### src/verilog/fir_config.svh
`ifndef FIR_CONFIG_SVH
`define FIR_CONFIG_SVH

// bus and datapath widths
`define FIR_DATA_W    32
`define FIR_ADDR_W    12

// coefficient and history depth
`define FIR_TAP_MAX   11
`define FIR_TAP_IDX_W 4

// register map
`define FIR_ADDR_CTRL 12'h000
`define FIR_ADDR_LEN  12'h010
`define FIR_ADDR_TAPS 12'h014
`define FIR_ADDR_COEF 12'h080

// ap_ctrl holds start, done and idle from bit 0 up
`define FIR_CTRL_START_BIT 0
`define FIR_CTRL_STAT_W    3

`endif
### src/verilog/fir_pkg.sv
`include "fir_config.svh"

package fir_pkg;

    typedef logic [`FIR_DATA_W-1:0]    sample_t;
    typedef logic [`FIR_TAP_IDX_W-1:0] tap_idx_t;

    // run configuration handed to the engine
    typedef struct packed {
        sample_t  data_length;
        tap_idx_t tap_num;
    } fir_cfg_t;

    // one coefficient write from the bus side
    typedef struct packed {
        logic     en;
        tap_idx_t idx;
        sample_t  data;
    } coef_wr_t;

    typedef struct packed {
        logic [`FIR_DATA_W-`FIR_CTRL_STAT_W-1:0] pad;
        logic                                    ap_idle;
        logic                                    ap_done;
        logic                                    ap_start;
    } ap_ctrl_bits_t;

    // status word, seen raw or by field
    typedef union packed {
        sample_t       word;
        ap_ctrl_bits_t f;
    } ap_ctrl_u;

endpackage

### src/verilog/fir_top.sv
`include "fir_config.svh"

module fir_top import fir_pkg::*; (
    input  logic                   axis_clk,
    input  logic                   axis_rst_n,
    input  logic                   awvalid,
    input  logic                   wvalid,
    input  logic [`FIR_ADDR_W-1:0] awaddr,
    input  sample_t                wdata,
    output logic                   awready,
    output logic                   wready,
    input  logic                   arvalid,
    input  logic                   rready,
    input  logic [`FIR_ADDR_W-1:0] araddr,
    output logic                   arready,
    output logic                   rvalid,
    output sample_t                rdata,
    input  logic                   ss_tvalid,
    output logic                   ss_tready,
    input  sample_t                ss_tdata,
    input  logic                   ss_tlast,
    output logic                   sm_tvalid,
    input  logic                   sm_tready,
    output sample_t                sm_tdata,
    output logic                   sm_tlast
);

    fir_cfg_t cfg;
    coef_wr_t coef_wr;
    tap_idx_t coef_idx;
    sample_t  coef;
    logic     start;
    logic     run_done;

    fir_axil_regs i_fir_axil_regs (
        .axis_clk   (axis_clk),
        .axis_rst_n (axis_rst_n),
        .awvalid    (awvalid),
        .wvalid     (wvalid),
        .awaddr     (awaddr),
        .wdata      (wdata),
        .awready    (awready),
        .wready     (wready),
        .arvalid    (arvalid),
        .rready     (rready),
        .araddr     (araddr),
        .arready    (arready),
        .rvalid     (rvalid),
        .rdata      (rdata),
        .run_done   (run_done),
        .cfg        (cfg),
        .start      (start),
        .coef_wr    (coef_wr)
    );

    fir_tap_ram i_fir_tap_ram (
        .axis_clk (axis_clk),
        .coef_wr  (coef_wr),
        .coef_idx (coef_idx),
        .coef     (coef)
    );

    fir_engine i_fir_engine (
        .axis_clk   (axis_clk),
        .axis_rst_n (axis_rst_n),
        .cfg        (cfg),
        .start      (start),
        .coef_idx   (coef_idx),
        .coef       (coef),
        .run_done   (run_done),
        .ss_tvalid  (ss_tvalid),
        .ss_tready  (ss_tready),
        .ss_tdata   (ss_tdata),
        .ss_tlast   (ss_tlast),
        .sm_tvalid  (sm_tvalid),
        .sm_tready  (sm_tready),
        .sm_tdata   (sm_tdata),
        .sm_tlast   (sm_tlast)
    );

endmodule

### src/verilog/fir_engine.sv
`include "fir_config.svh"

module fir_engine import fir_pkg::*; (
    input  logic     axis_clk,
    input  logic     axis_rst_n,
    input  fir_cfg_t cfg,
    input  logic     start,
    output tap_idx_t coef_idx,
    input  sample_t  coef,
    output logic     run_done,
    input  logic     ss_tvalid,
    output logic     ss_tready,
    input  sample_t  ss_tdata,
    input  logic     ss_tlast,
    output logic     sm_tvalid,
    input  logic     sm_tready,
    output sample_t  sm_tdata,
    output logic     sm_tlast
);

    logic                   run;
    logic [`FIR_DATA_W-1:0] x_cnt;
    logic [`FIR_DATA_W-1:0] y_cnt;
    logic                   in_full;
    sample_t                in_data;
    sample_t                hist [`FIR_TAP_MAX];
    tap_idx_t               wptr;
    tap_idx_t               wnext;
    tap_idx_t               tap_cnt;
    tap_idx_t               t1;
    tap_idx_t               rd_idx;
    logic                   calc;
    logic                   issue;
    logic                   issue_now;
    logic                   load;
    logic                   tap_last;
    logic                   v1, v2, v3;
    logic                   l1, l2, l3;
    logic                   f2, f3;
    sample_t                x_reg;
    sample_t                h_reg;
    sample_t                mul_reg;
    sample_t                acc;
    sample_t                acc_sum;
    logic                   ss_hs;
    logic                   sm_hs;
    logic                   stall;
    logic                   place;

    // ss_tlast is not used, the sample count comes from cfg
    assign ss_hs     = ss_tvalid && ss_tready;
    assign sm_hs     = sm_tvalid && sm_tready;
    assign ss_tready = run && !in_full && (x_cnt != cfg.data_length);
    assign run_done  = sm_hs && sm_tlast;

    // one x in the MAC at a time
    assign load      = run && in_full && !calc;
    assign issue_now = load || issue;
    assign tap_last  = (tap_cnt == cfg.tap_num - 1'b1);
    assign coef_idx  = tap_cnt;

    assign wnext  = (wptr == tap_idx_t'(`FIR_TAP_MAX - 1)) ? '0 : wptr + 1'b1;
    // x[n-i] walks back from the newest slot
    assign rd_idx = (wptr >= t1) ? wptr - t1 : tap_idx_t'(`FIR_TAP_MAX) - (t1 - wptr);

    assign acc_sum = f3 ? mul_reg : acc + mul_reg;
    // final sum waits here while the output buffer is held
    assign stall   = v3 && l3 && sm_tvalid && !sm_tready;
    assign place   = v3 && l3 && !stall;

    always_ff @(posedge axis_clk or negedge axis_rst_n) begin
        if (!axis_rst_n) begin
            run     <= 1'b0;
            in_full <= 1'b0;
            x_cnt   <= '0;
            y_cnt   <= '0;
        end else if (start) begin
            run     <= 1'b1;
            in_full <= 1'b0;
            x_cnt   <= '0;
            y_cnt   <= '0;
        end else begin
            if (run_done) begin
                run <= 1'b0;
            end
            if (ss_hs) begin
                in_full <= 1'b1;
                x_cnt   <= x_cnt + 1'b1;
            end else if (load) begin
                in_full <= 1'b0;
            end
            if (place) begin
                y_cnt <= y_cnt + 1'b1;
            end
        end
    end

    always_ff @(posedge axis_clk) begin
        if (ss_hs) begin
            in_data <= ss_tdata;
        end
    end

    // history starts from zeros each run
    always_ff @(posedge axis_clk) begin
        if (start) begin
            for (int i = 0; i < `FIR_TAP_MAX; i++) begin
                hist[i] <= '0;
            end
        end else if (load) begin
            hist[wnext] <= in_data;
        end
    end

    always_ff @(posedge axis_clk or negedge axis_rst_n) begin
        if (!axis_rst_n) begin
            wptr    <= '0;
            calc    <= 1'b0;
            issue   <= 1'b0;
            tap_cnt <= '0;
        end else begin
            if (start) begin
                wptr <= '0;
            end else if (load) begin
                wptr <= wnext;
            end
            if (load) begin
                calc <= 1'b1;
            end else if (place) begin
                calc <= 1'b0;
            end
            if (issue_now) begin
                issue   <= !tap_last;
                tap_cnt <= tap_last ? '0 : tap_cnt + 1'b1;
            end
        end
    end

    always_ff @(posedge axis_clk or negedge axis_rst_n) begin
        if (!axis_rst_n) begin
            v1 <= 1'b0;
            v2 <= 1'b0;
            v3 <= 1'b0;
        end else begin
            v1 <= issue_now;
            v2 <= v1;
            v3 <= v2 || stall;
        end
    end

    // x/h, product, then accumulate
    always_ff @(posedge axis_clk) begin
        t1    <= tap_cnt;
        l1    <= tap_last;
        x_reg <= hist[rd_idx];
        h_reg <= coef;
        f2    <= (t1 == '0);
        l2    <= l1;
        if (!stall) begin
            mul_reg <= x_reg * h_reg;
            f3      <= f2;
            l3      <= l2;
        end
        if (v3 && !l3) begin
            acc <= acc_sum;
        end
        if (place) begin
            sm_tdata <= acc_sum;
        end
    end

    always_ff @(posedge axis_clk or negedge axis_rst_n) begin
        if (!axis_rst_n) begin
            sm_tvalid <= 1'b0;
            sm_tlast  <= 1'b0;
        end else if (place) begin
            sm_tvalid <= 1'b1;
            sm_tlast  <= (y_cnt + 1'b1 == cfg.data_length);
        end else if (sm_hs) begin
            sm_tvalid <= 1'b0;
            sm_tlast  <= 1'b0;
        end
    end

endmodule

### src/verilog/fir_tap_ram.sv
`include "fir_config.svh"

module fir_tap_ram import fir_pkg::*; (
    input  logic     axis_clk,
    input  coef_wr_t coef_wr,
    input  tap_idx_t coef_idx,
    output sample_t  coef
);

    sample_t mem [`FIR_TAP_MAX];

    always_ff @(posedge axis_clk) begin
        if (coef_wr.en) begin
            mem[coef_wr.idx] <= coef_wr.data;
        end
        // registered read, one cycle
        coef <= mem[coef_idx];
    end

endmodule

### src/verilog/fir_axil_regs.sv
`include "fir_config.svh"

module fir_axil_regs import fir_pkg::*; (
    input  logic                   axis_clk,
    input  logic                   axis_rst_n,
    input  logic                   awvalid,
    input  logic                   wvalid,
    input  logic [`FIR_ADDR_W-1:0] awaddr,
    input  sample_t                wdata,
    output logic                   awready,
    output logic                   wready,
    input  logic                   arvalid,
    input  logic                   rready,
    input  logic [`FIR_ADDR_W-1:0] araddr,
    output logic                   arready,
    output logic                   rvalid,
    output sample_t                rdata,
    input  logic                   run_done,
    output fir_cfg_t               cfg,
    output logic                   start,
    output coef_wr_t               coef_wr
);

    typedef enum logic [1:0] {
        ST_IDLE,
        ST_BUSY,
        ST_DONE
    } run_state_t;

    run_state_t             state;
    logic [`FIR_ADDR_W-1:0] rd_addr;
    logic [`FIR_ADDR_W-1:0] coef_off;
    logic                   wr_hs;
    logic                   rd_hs;
    logic                   cfg_wr;
    sample_t                rd_word;
    ap_ctrl_u               ctrl;

    // address and data taken together, ready pulses a cycle later
    always_ff @(posedge axis_clk or negedge axis_rst_n) begin
        if (!axis_rst_n) begin
            awready <= 1'b0;
            wready  <= 1'b0;
        end else begin
            awready <= awvalid && wvalid && !wready;
            wready  <= awvalid && wvalid && !wready;
        end
    end

    assign wr_hs  = awready && wready;
    // config only changes while idle
    assign cfg_wr = wr_hs && (state == ST_IDLE);
    assign start  = cfg_wr && (awaddr == `FIR_ADDR_CTRL) && wdata[`FIR_CTRL_START_BIT];

    always_ff @(posedge axis_clk or negedge axis_rst_n) begin
        if (!axis_rst_n) begin
            cfg <= '0;
        end else if (cfg_wr) begin
            if (awaddr == `FIR_ADDR_LEN) begin
                cfg.data_length <= wdata;
            end
            if (awaddr == `FIR_ADDR_TAPS) begin
                cfg.tap_num <= wdata[`FIR_TAP_IDX_W-1:0];
            end
        end
    end

    // coefficient window, one word per tap
    assign coef_off     = awaddr - `FIR_ADDR_COEF;
    assign coef_wr.en   = cfg_wr && (awaddr >= `FIR_ADDR_COEF) && (coef_off[1:0] == 2'b00)
                          && (coef_off < `FIR_ADDR_W'(4 * `FIR_TAP_MAX));
    assign coef_wr.idx  = coef_off[`FIR_TAP_IDX_W+1:2];
    assign coef_wr.data = wdata;

    always_ff @(posedge axis_clk or negedge axis_rst_n) begin
        if (!axis_rst_n) begin
            state <= ST_IDLE;
        end else begin
            case (state)
                ST_IDLE: if (start) state <= ST_BUSY;
                ST_BUSY: if (run_done) state <= ST_DONE;
                // done is cleared by the status read
                ST_DONE: if (rvalid && rready && rd_addr == `FIR_ADDR_CTRL) state <= ST_IDLE;
                default: state <= ST_IDLE;
            endcase
        end
    end

    // read side, address first then data
    assign rd_hs = arvalid && arready;

    always_ff @(posedge axis_clk or negedge axis_rst_n) begin
        if (!axis_rst_n) begin
            arready <= 1'b0;
            rvalid  <= 1'b0;
        end else begin
            arready <= arvalid && !arready && !rvalid;
            if (rd_hs) begin
                rvalid <= 1'b1;
            end else if (rready) begin
                rvalid <= 1'b0;
            end
        end
    end

    always_comb begin
        ctrl            = '0;
        ctrl.f.ap_start = start;
        ctrl.f.ap_done  = (state == ST_DONE);
        ctrl.f.ap_idle  = (state == ST_IDLE);
    end

    always_comb begin
        case (araddr)
            `FIR_ADDR_CTRL: rd_word = ctrl.word;
            `FIR_ADDR_LEN:  rd_word = cfg.data_length;
            `FIR_ADDR_TAPS: rd_word = sample_t'(cfg.tap_num);
            default:        rd_word = '1;
        endcase
    end

    // word captured at the address handshake, held through rvalid
    always_ff @(posedge axis_clk) begin
        if (rd_hs) begin
            rd_addr <= araddr;
            rdata   <= rd_word;
        end
    end

endmodule

### config.mk
export PLATFORM = sky130hd
export DESIGN_NAME = fir_top
export DESIGN_NICKNAME = d
export VERILOG_FILES = /design/src/verilog/fir_pkg.sv /design/src/verilog/fir_top.sv /design/src/verilog/fir_engine.sv /design/src/verilog/fir_tap_ram.sv /design/src/verilog/fir_axil_regs.sv
export VERILOG_INCLUDE_DIRS = /design/src /design/src/verilog
export SDC_FILE = /design/constraint.sdc
export NUM_CORES = 2
export LEC_CHECK = 0
export BUFFER_PORTS_ARGS = -buffer_cell sky130_fd_sc_hd__buf_2
export CORE_ASPECT_RATIO = 1.4
export CORE_UTILIZATION = 60
export DETAILED_ROUTE_END_ITERATION = 16
export PLACE_DENSITY = 0.77
export SLEW_MARGIN = 30
export SYNTH_ARGS = -nofsm -noshare
export SYNTH_HDL_FRONTEND = slang
export SYNTH_SLANG_ARGS = --single-unit
export TNS_END_PERCENT = 10
### constraint.sdc
create_clock -name axis_clk -period 8.6 [get_ports axis_clk]
set_input_delay 0.43 -clock axis_clk [delete_from_list [all_inputs] [get_ports axis_clk]]
set_output_delay 0.43 -clock axis_clk [all_outputs]
set_load 0.05 [all_outputs]
# Yosys cells after proc, flatten, opt, wreduce, memory -nomap -nowiden
# Memories as Yosys holds them, arrays and structs flattened. A register that Yosys moved wholly into a read port is not among the register bits.
# Index checks and enable logic that the tools add are counted.
[totals]
reg_bits = 335
latch_bits = 0
ram_bits = 704
rom_bits = 0
out_inout_bits = 71
wordCells = 152
mem_count = 2
[op_classes]
n_addsub = 10
n_mul = 1
div_mod_pow = 0
order_cmp = 3
n_eq_ne = 13
shifts = 0
n_mux = 37
bitwise = 0
n_reduce_logical = 54
[mem_list]
columns = ["memory", "words", "word_bits", "read_ports", "rd_clocked_by_memory_dff", "wr", "line_no", "source"]
rows = [
  ["i_fir_engine.hist", 11, 32, 1, 1, 11, "fir_engine.sv:26", "sample_t hist [`FIR_TAP_MAX];"],
  ["i_fir_tap_ram.mem", 11, 32, 1, 1, 1, "fir_tap_ram.sv:10", "sample_t mem [`FIR_TAP_MAX];"],
]
[op_table]
columns = ["cell", "count"]
rows = [
  ["$mux 32", 6],
  ["$pmux 32 s3", 1],
  ["$add 32x1->32 const B", 2],
  ["$eq 12x5->1 const B", 4],
  ["$logic_not 12->1", 3],
  ["$add 32x32->32", 1],
  ["$eq 32x32->1", 1],
  ["$mul 32x32->32", 1],
  ["$ne 32x32->1", 1],
  ["$reduce_or 32->1", 1],
  ["$logic_and 1x1->1", 25],
  ["$mux 4", 6],
  ["$mux 1", 20],
  ["$reduce_bool 2->1", 7],
  ["$ge 12x8->1 const B", 1],
  ["$lt 12x6->1 const B", 1],
  ["$sub 12x8->12 const B", 1],
  ["$logic_not 1->1", 9],
  ["$add 4x1->4 const B", 2],
  ["$sub 4x4->4", 2],
  ["$mux 2", 3],
  ["$pmux 2 s3", 1],
  ["$eq 4x4->1", 1],
  ["$eq 4x4->1 const B", 1],
  ["other kinds (13)", 17],
]

# Depth between registers and ports, before layout
[logic_depth]
word_depth = 8
mapped_depth = 27
ltp_nobuf = 25

# Cells and area by module
# A second synthesis with hierarchy kept.
[hier_totals]
hier_cells = 5236
area_unflattened_um2 = 67941.4
[modules_own_cells]
columns = ["mod", "n_inst", "cells_per_inst", "area_each_um2", "seq_area_each_um2"]
rows = [
  ["fir_engine", 1, 4210, 49585.1, 22406.5],
  ["fir_tap_ram", 1, 770, 14642.8, 11210.8],
  ["fir_axil_regs", 1, 256, 3713.6, 2347.3],
]

# Least setup slack after synthesis
# Ideal clock, no wire load.
[synth_timing]
kind = "register to register"
start = "reg i_fir_engine.h_reg[3]"
end = "reg i_fir_engine.mul_reg[31] (data pin)"
arrival_time_ps = 6867
required_ps = 8340
path_slack_ps = 1474
path_stages_with_launch = 26
path_buffers = 2
path_cell_list = "dfxtp_1 > clkbuf_1 > clkbuf_1 > and2_1 > fa_1 > inv_1 > fa_1 > fa_1 > fa_1 > inv_1 > fa_1 > inv_1 > fa_1 > inv_1 > fa_1 > fa_1 > ha_1 > and4_1 > and2_1 > o31ai_2 > nand3_1 > o31ai_2 > a211oi_1 > a311o_1 > a21oi_1 > xnor2_1"
[synth_between]
elab_chain_len = 1
[synth_rtl]
columns = ["item", "line_no", "source"]
rows = [
  ["from (decl)", "fir_engine.sv:41", "sample_t h_reg;"],
  ["from (signal assigned)", "fir_engine.sv:156", "h_reg <= coef;"],
  ["$mul 32x32->32", "fir_engine.sv:160", "mul_reg <= x_reg * h_reg;"],
  ["to (signal assigned)", "fir_engine.sv:160", ""],
  ["to (decl)", "fir_engine.sv:42", "sample_t mul_reg;"],
]
# Every way passes these cells.
# A chain may end at the register's enable or synchronous reset.

# Worst setup path in the final report
[layout_timing]
start = "reg i_fir_engine.x_reg[14] (read register of i_fir_engine.hist)"
end = "reg i_fir_engine.mul_reg[31] (data pin)"
[layout_between]
elab_chain_len = 1
[layout_rtl]
columns = ["item", "line_no", "source"]
rows = [
  ["from (decl)", "fir_engine.sv:40", "sample_t x_reg;"],
  ["$mul 32x32->32", "fir_engine.sv:160", ""],
]
# Every way passes these cells.

==> results.cfg <==
[place]
placement.io_buffers = 166
placed_area_um2 = 69200
gp_congestion = 0.905
hpwl_mm = 104

[floorplanning]
initial_core_util_pct = 60.6
die_x_um = 284
io-pin-count = 168
core_um2 = 110000
row_count = 144
fp.dieArea_um2 = 113000
die_h_um = 397

[synth]
synth_nets = 5663
synth_edf_count = 1006
yosysWarnings = 0
synth_seq_cells = 1263
ys.flop_type = edfxtp_1
postSynth.asyncResetShare_pct = 9.66
syn_inst = 4986
synthesis.area_um2 = 66800
yosysTopAreaCell = edfxtp_1
synth_top_area_share_pct = 45.2
yosysSeqAreaShare_pct = 53.8
synth_cell_types = 77
synthTopCellsByArea = edfxtp_1, fa_1, mux4_2
syn_avg_cell_area_um2 = 13.4

[clock_network]
numClockSinks = 1263
numCtsBuffers = 114
clk_latency_ps = 740
clockRootBuffer = clkbuf_16
cts_max_path_buffers = 3
postCtsSetupRepairBufs = 0
clk_pin_slew_ps = 70
cts_tree = yes
h-tree-depth = 3

[sta]
slew_headroom_pct = 34.4
skew_ps = 58.6
rsz0062_at_grt = false
fmax_mhz = 131
tns_ps = 0
setup_viol = 0
min_period_ps = 7650
hold_violations = 0
slew_violations = 0
whs_ps = 54.4
worst_slew_pin_slew_ps = 981
fin_crit_sh_pct = 88.9

[critical_path]
worstPathBufferInverterCount = 4
path_cells = and2_1, fa_1, inv_1, fa_1, fa_1, fa_1, inv_1, fa_1, inv_1, fa_1, inv_1, fa_1, fa_1, ha_1, and4_1, and2_1, o31ai_2, nand3_1, o31ai_2, a211oi_1, a311o_1, a21oi_1, xnor2_1
crit_type = register to register
critPathMaxFanout = 18
rr_worst_depth = 23
critical-path-top-delay-family = adder cells
crit_path_end = i_fir_engine.mul_reg[31]
path_depth = 23
cpPeakStageDelay_ps = 790
arrival_ps = 8130
r2r-start = i_fir_engine.x_reg[14]
worstPathRequired_ps = 9080
crit_slowest_cell = dfxtp_1
critPathMostFrequentCell = fa_1
reg2reg_to = i_fir_engine.mul_reg[31]
cp-startpoint = i_fir_engine.x_reg[14]
worstSetupEndpointType = register
r2r_slack_ps = 950
crit_path_start_kind = register

[power]
p_sw_w = 0.00319
switching_share_pct = 23.8
p_int_w = 0.0102
power.share.clock_pct = 39.1
pwr-share-comb_pct = 10.3
power.density_nw_per_um2 = 182
leakage_nw = 28.6
pwr-share-seq_pct = 50.6
peakVddDrop_mv = 0.206

[final_layout]
final_common_cell = edfxtp_1
top_regs = i_fir_engine.hist (512), i_fir_tap_ram.mem (352), i_fir_axil_regs.cfg (36)
area_growth_pct = 10.2
num-nets-final = 5803
drive_gt1_share_pct = 15.3
final_area_um2 = 73600
largest_reg_flops = 512
num-fill-cells = 7529
final_cell_mix = edfxtp_1, nor2_1, inv_1
top_register = i_fir_engine.hist

[detailed_routing]
num_vias = 40300
routed_via_density = 6.03
drt_iter0_markers = 3641
routed_wl_mm = 160
wl_per_cell_um = 23.9
ant_nets = 0
dr.pass1.iters = 6
drcViolationCount = 0

[grt]
antenna_found_initial = 6
grtUsageTotal_pct = 29.1
grt_pass1_wl_mm = 247
grt_pass1_vias = 42500
grt_max_degree = 92
grt_overflow = 0

[min_path]
hp-class = input port to register

[job]
cap_violations = 0

[run_status]
status = finished, final reports clean
## synth_stat cells, types with 22 or more instances
library cell,n
a211oi_1,46
a21o_1,50
a21oi_1,134
and2_1,295
buf_1,26
buf_2,30
clkbuf_1,211
dfrtp_1,122
dfxtp_1,135
edfxtp_1,1006
fa_1,412
ha_1,168
inv_1,459
mux2_2,71
mux2i_1,36
mux4_2,224
nand2_1,415
nand2b_1,22
nand3_1,52
nand4_1,23
nor2_1,473
nor2b_1,46
nor3_1,27
o21ai_0,66
xnor2_1,133
xor2_1,111
## power by group through the flow
stage          Combinational [W]  Sequential [W]  Clock, W
2_1_floorplan           0.000954         0.00686         0
3_3_place_gp             0.00132         0.00690         0
3_5_place_dp             0.00135         0.00690         0
4_1_cts                  0.00138         0.00677   0.00529
5_1_grt                  0.00153         0.00677   0.00551
6_report                 0.00138         0.00677   0.00524
## final cells by class
| type | count | area (um2) | share of cell area, % |
|---|---|---|---|
| flip-flops and latches | 1263 | 36000 | 48.8 |
| multi-input cells | 2987 | 28200 | 38.3 |
| clock buffers | 144 | 3060 | 4.15 |
| repair buffers | 301 | 1990 | 2.70 |
| well taps | 1460 | 1830 | 2.48 |
| inverters | 459 | 1720 | 2.34 |
| clock inverters | 71 | 831 | 1.13 |
| diodes | 2 | 5.00 | 0.00680 |
## per-layer routing
layer  GRT usage, %  up-vias  share of wire, %
li1               -    17400                 -
met1           35.9    20600                36
met2           50.3     1832                51
met3           3.97      433               7.3
met4           15.2        2               5.7
met5              0        -            0.0069
## per-stage QoR
step,instances,util (%),total power (W),setup slack [ps]
floorplan,4986,-,0.00781,1470
global placement,6419,62.7,0.00822,991
detailed placement,6419,62.8,0.00825,949
CTS,6685,66.8,0.0134,976
global route,6687,66.8,0.0138,590
finish,6687,66.8,0.0134,953
## worst reg2reg max path, cell delays in order (launching register included)
cell      delay (ps)
dfxtp_1          790
and2_1           250
fa_1             430
inv_1             80
fa_1             420
fa_1             510
fa_1             570
inv_1             60
fa_1             500
inv_1             50
fa_1             520
inv_1             50
fa_1             490
fa_1             420
ha_1             350
and4_1           230
and2_1           180
o31ai_2          250
nand3_1          140
o31ai_2          350
a211oi_1         180
a311o_1          370
a21oi_1          170
xnor2_1           80
## worst min-delay path by stage
stage | from | endpoint | slack [ps] | depth (start not counted)
floorplan | axis_rst_n | i_fir_axil_regs.arready | 130 | 0
global placement | i_fir_engine.l1 | i_fir_engine.l2 | 310 | 0
detailed placement | i_fir_tap_ram.coef[27] | i_fir_engine.h_reg[27] | 310 | 0
CTS | wdata[18] | i_fir_tap_ram.mem[9][18] | 7 | 1
global route | wdata[11] | i_fir_tap_ram.mem[4][11] | 40 | 1
finish | wdata[18] | i_fir_tap_ram.mem[9][18] | 50 | 1
## kinds of logic after synthesis
kind of cell | after synthesis | synth area share, %
XOR/XNOR | 244 | 3.20
buffers and inverters | 736 | 4.29
flip-flops | 1263 | 53.8
AO/OA/AOI/OAI | 378 | 3.58
multiplexers | 331 | 9.29
adder cells (fa/ha/maj) | 580 | 15.5
AND/OR/NAND/NOR | 1454 | 10.3
## timing repair
item                      in CTS  in global routing
gates resized for setup        0                  0
hold endpoints to repair     116                  0
hold buffers                  51                  0
No activity file was read; power rests on OpenSTA's default activity.
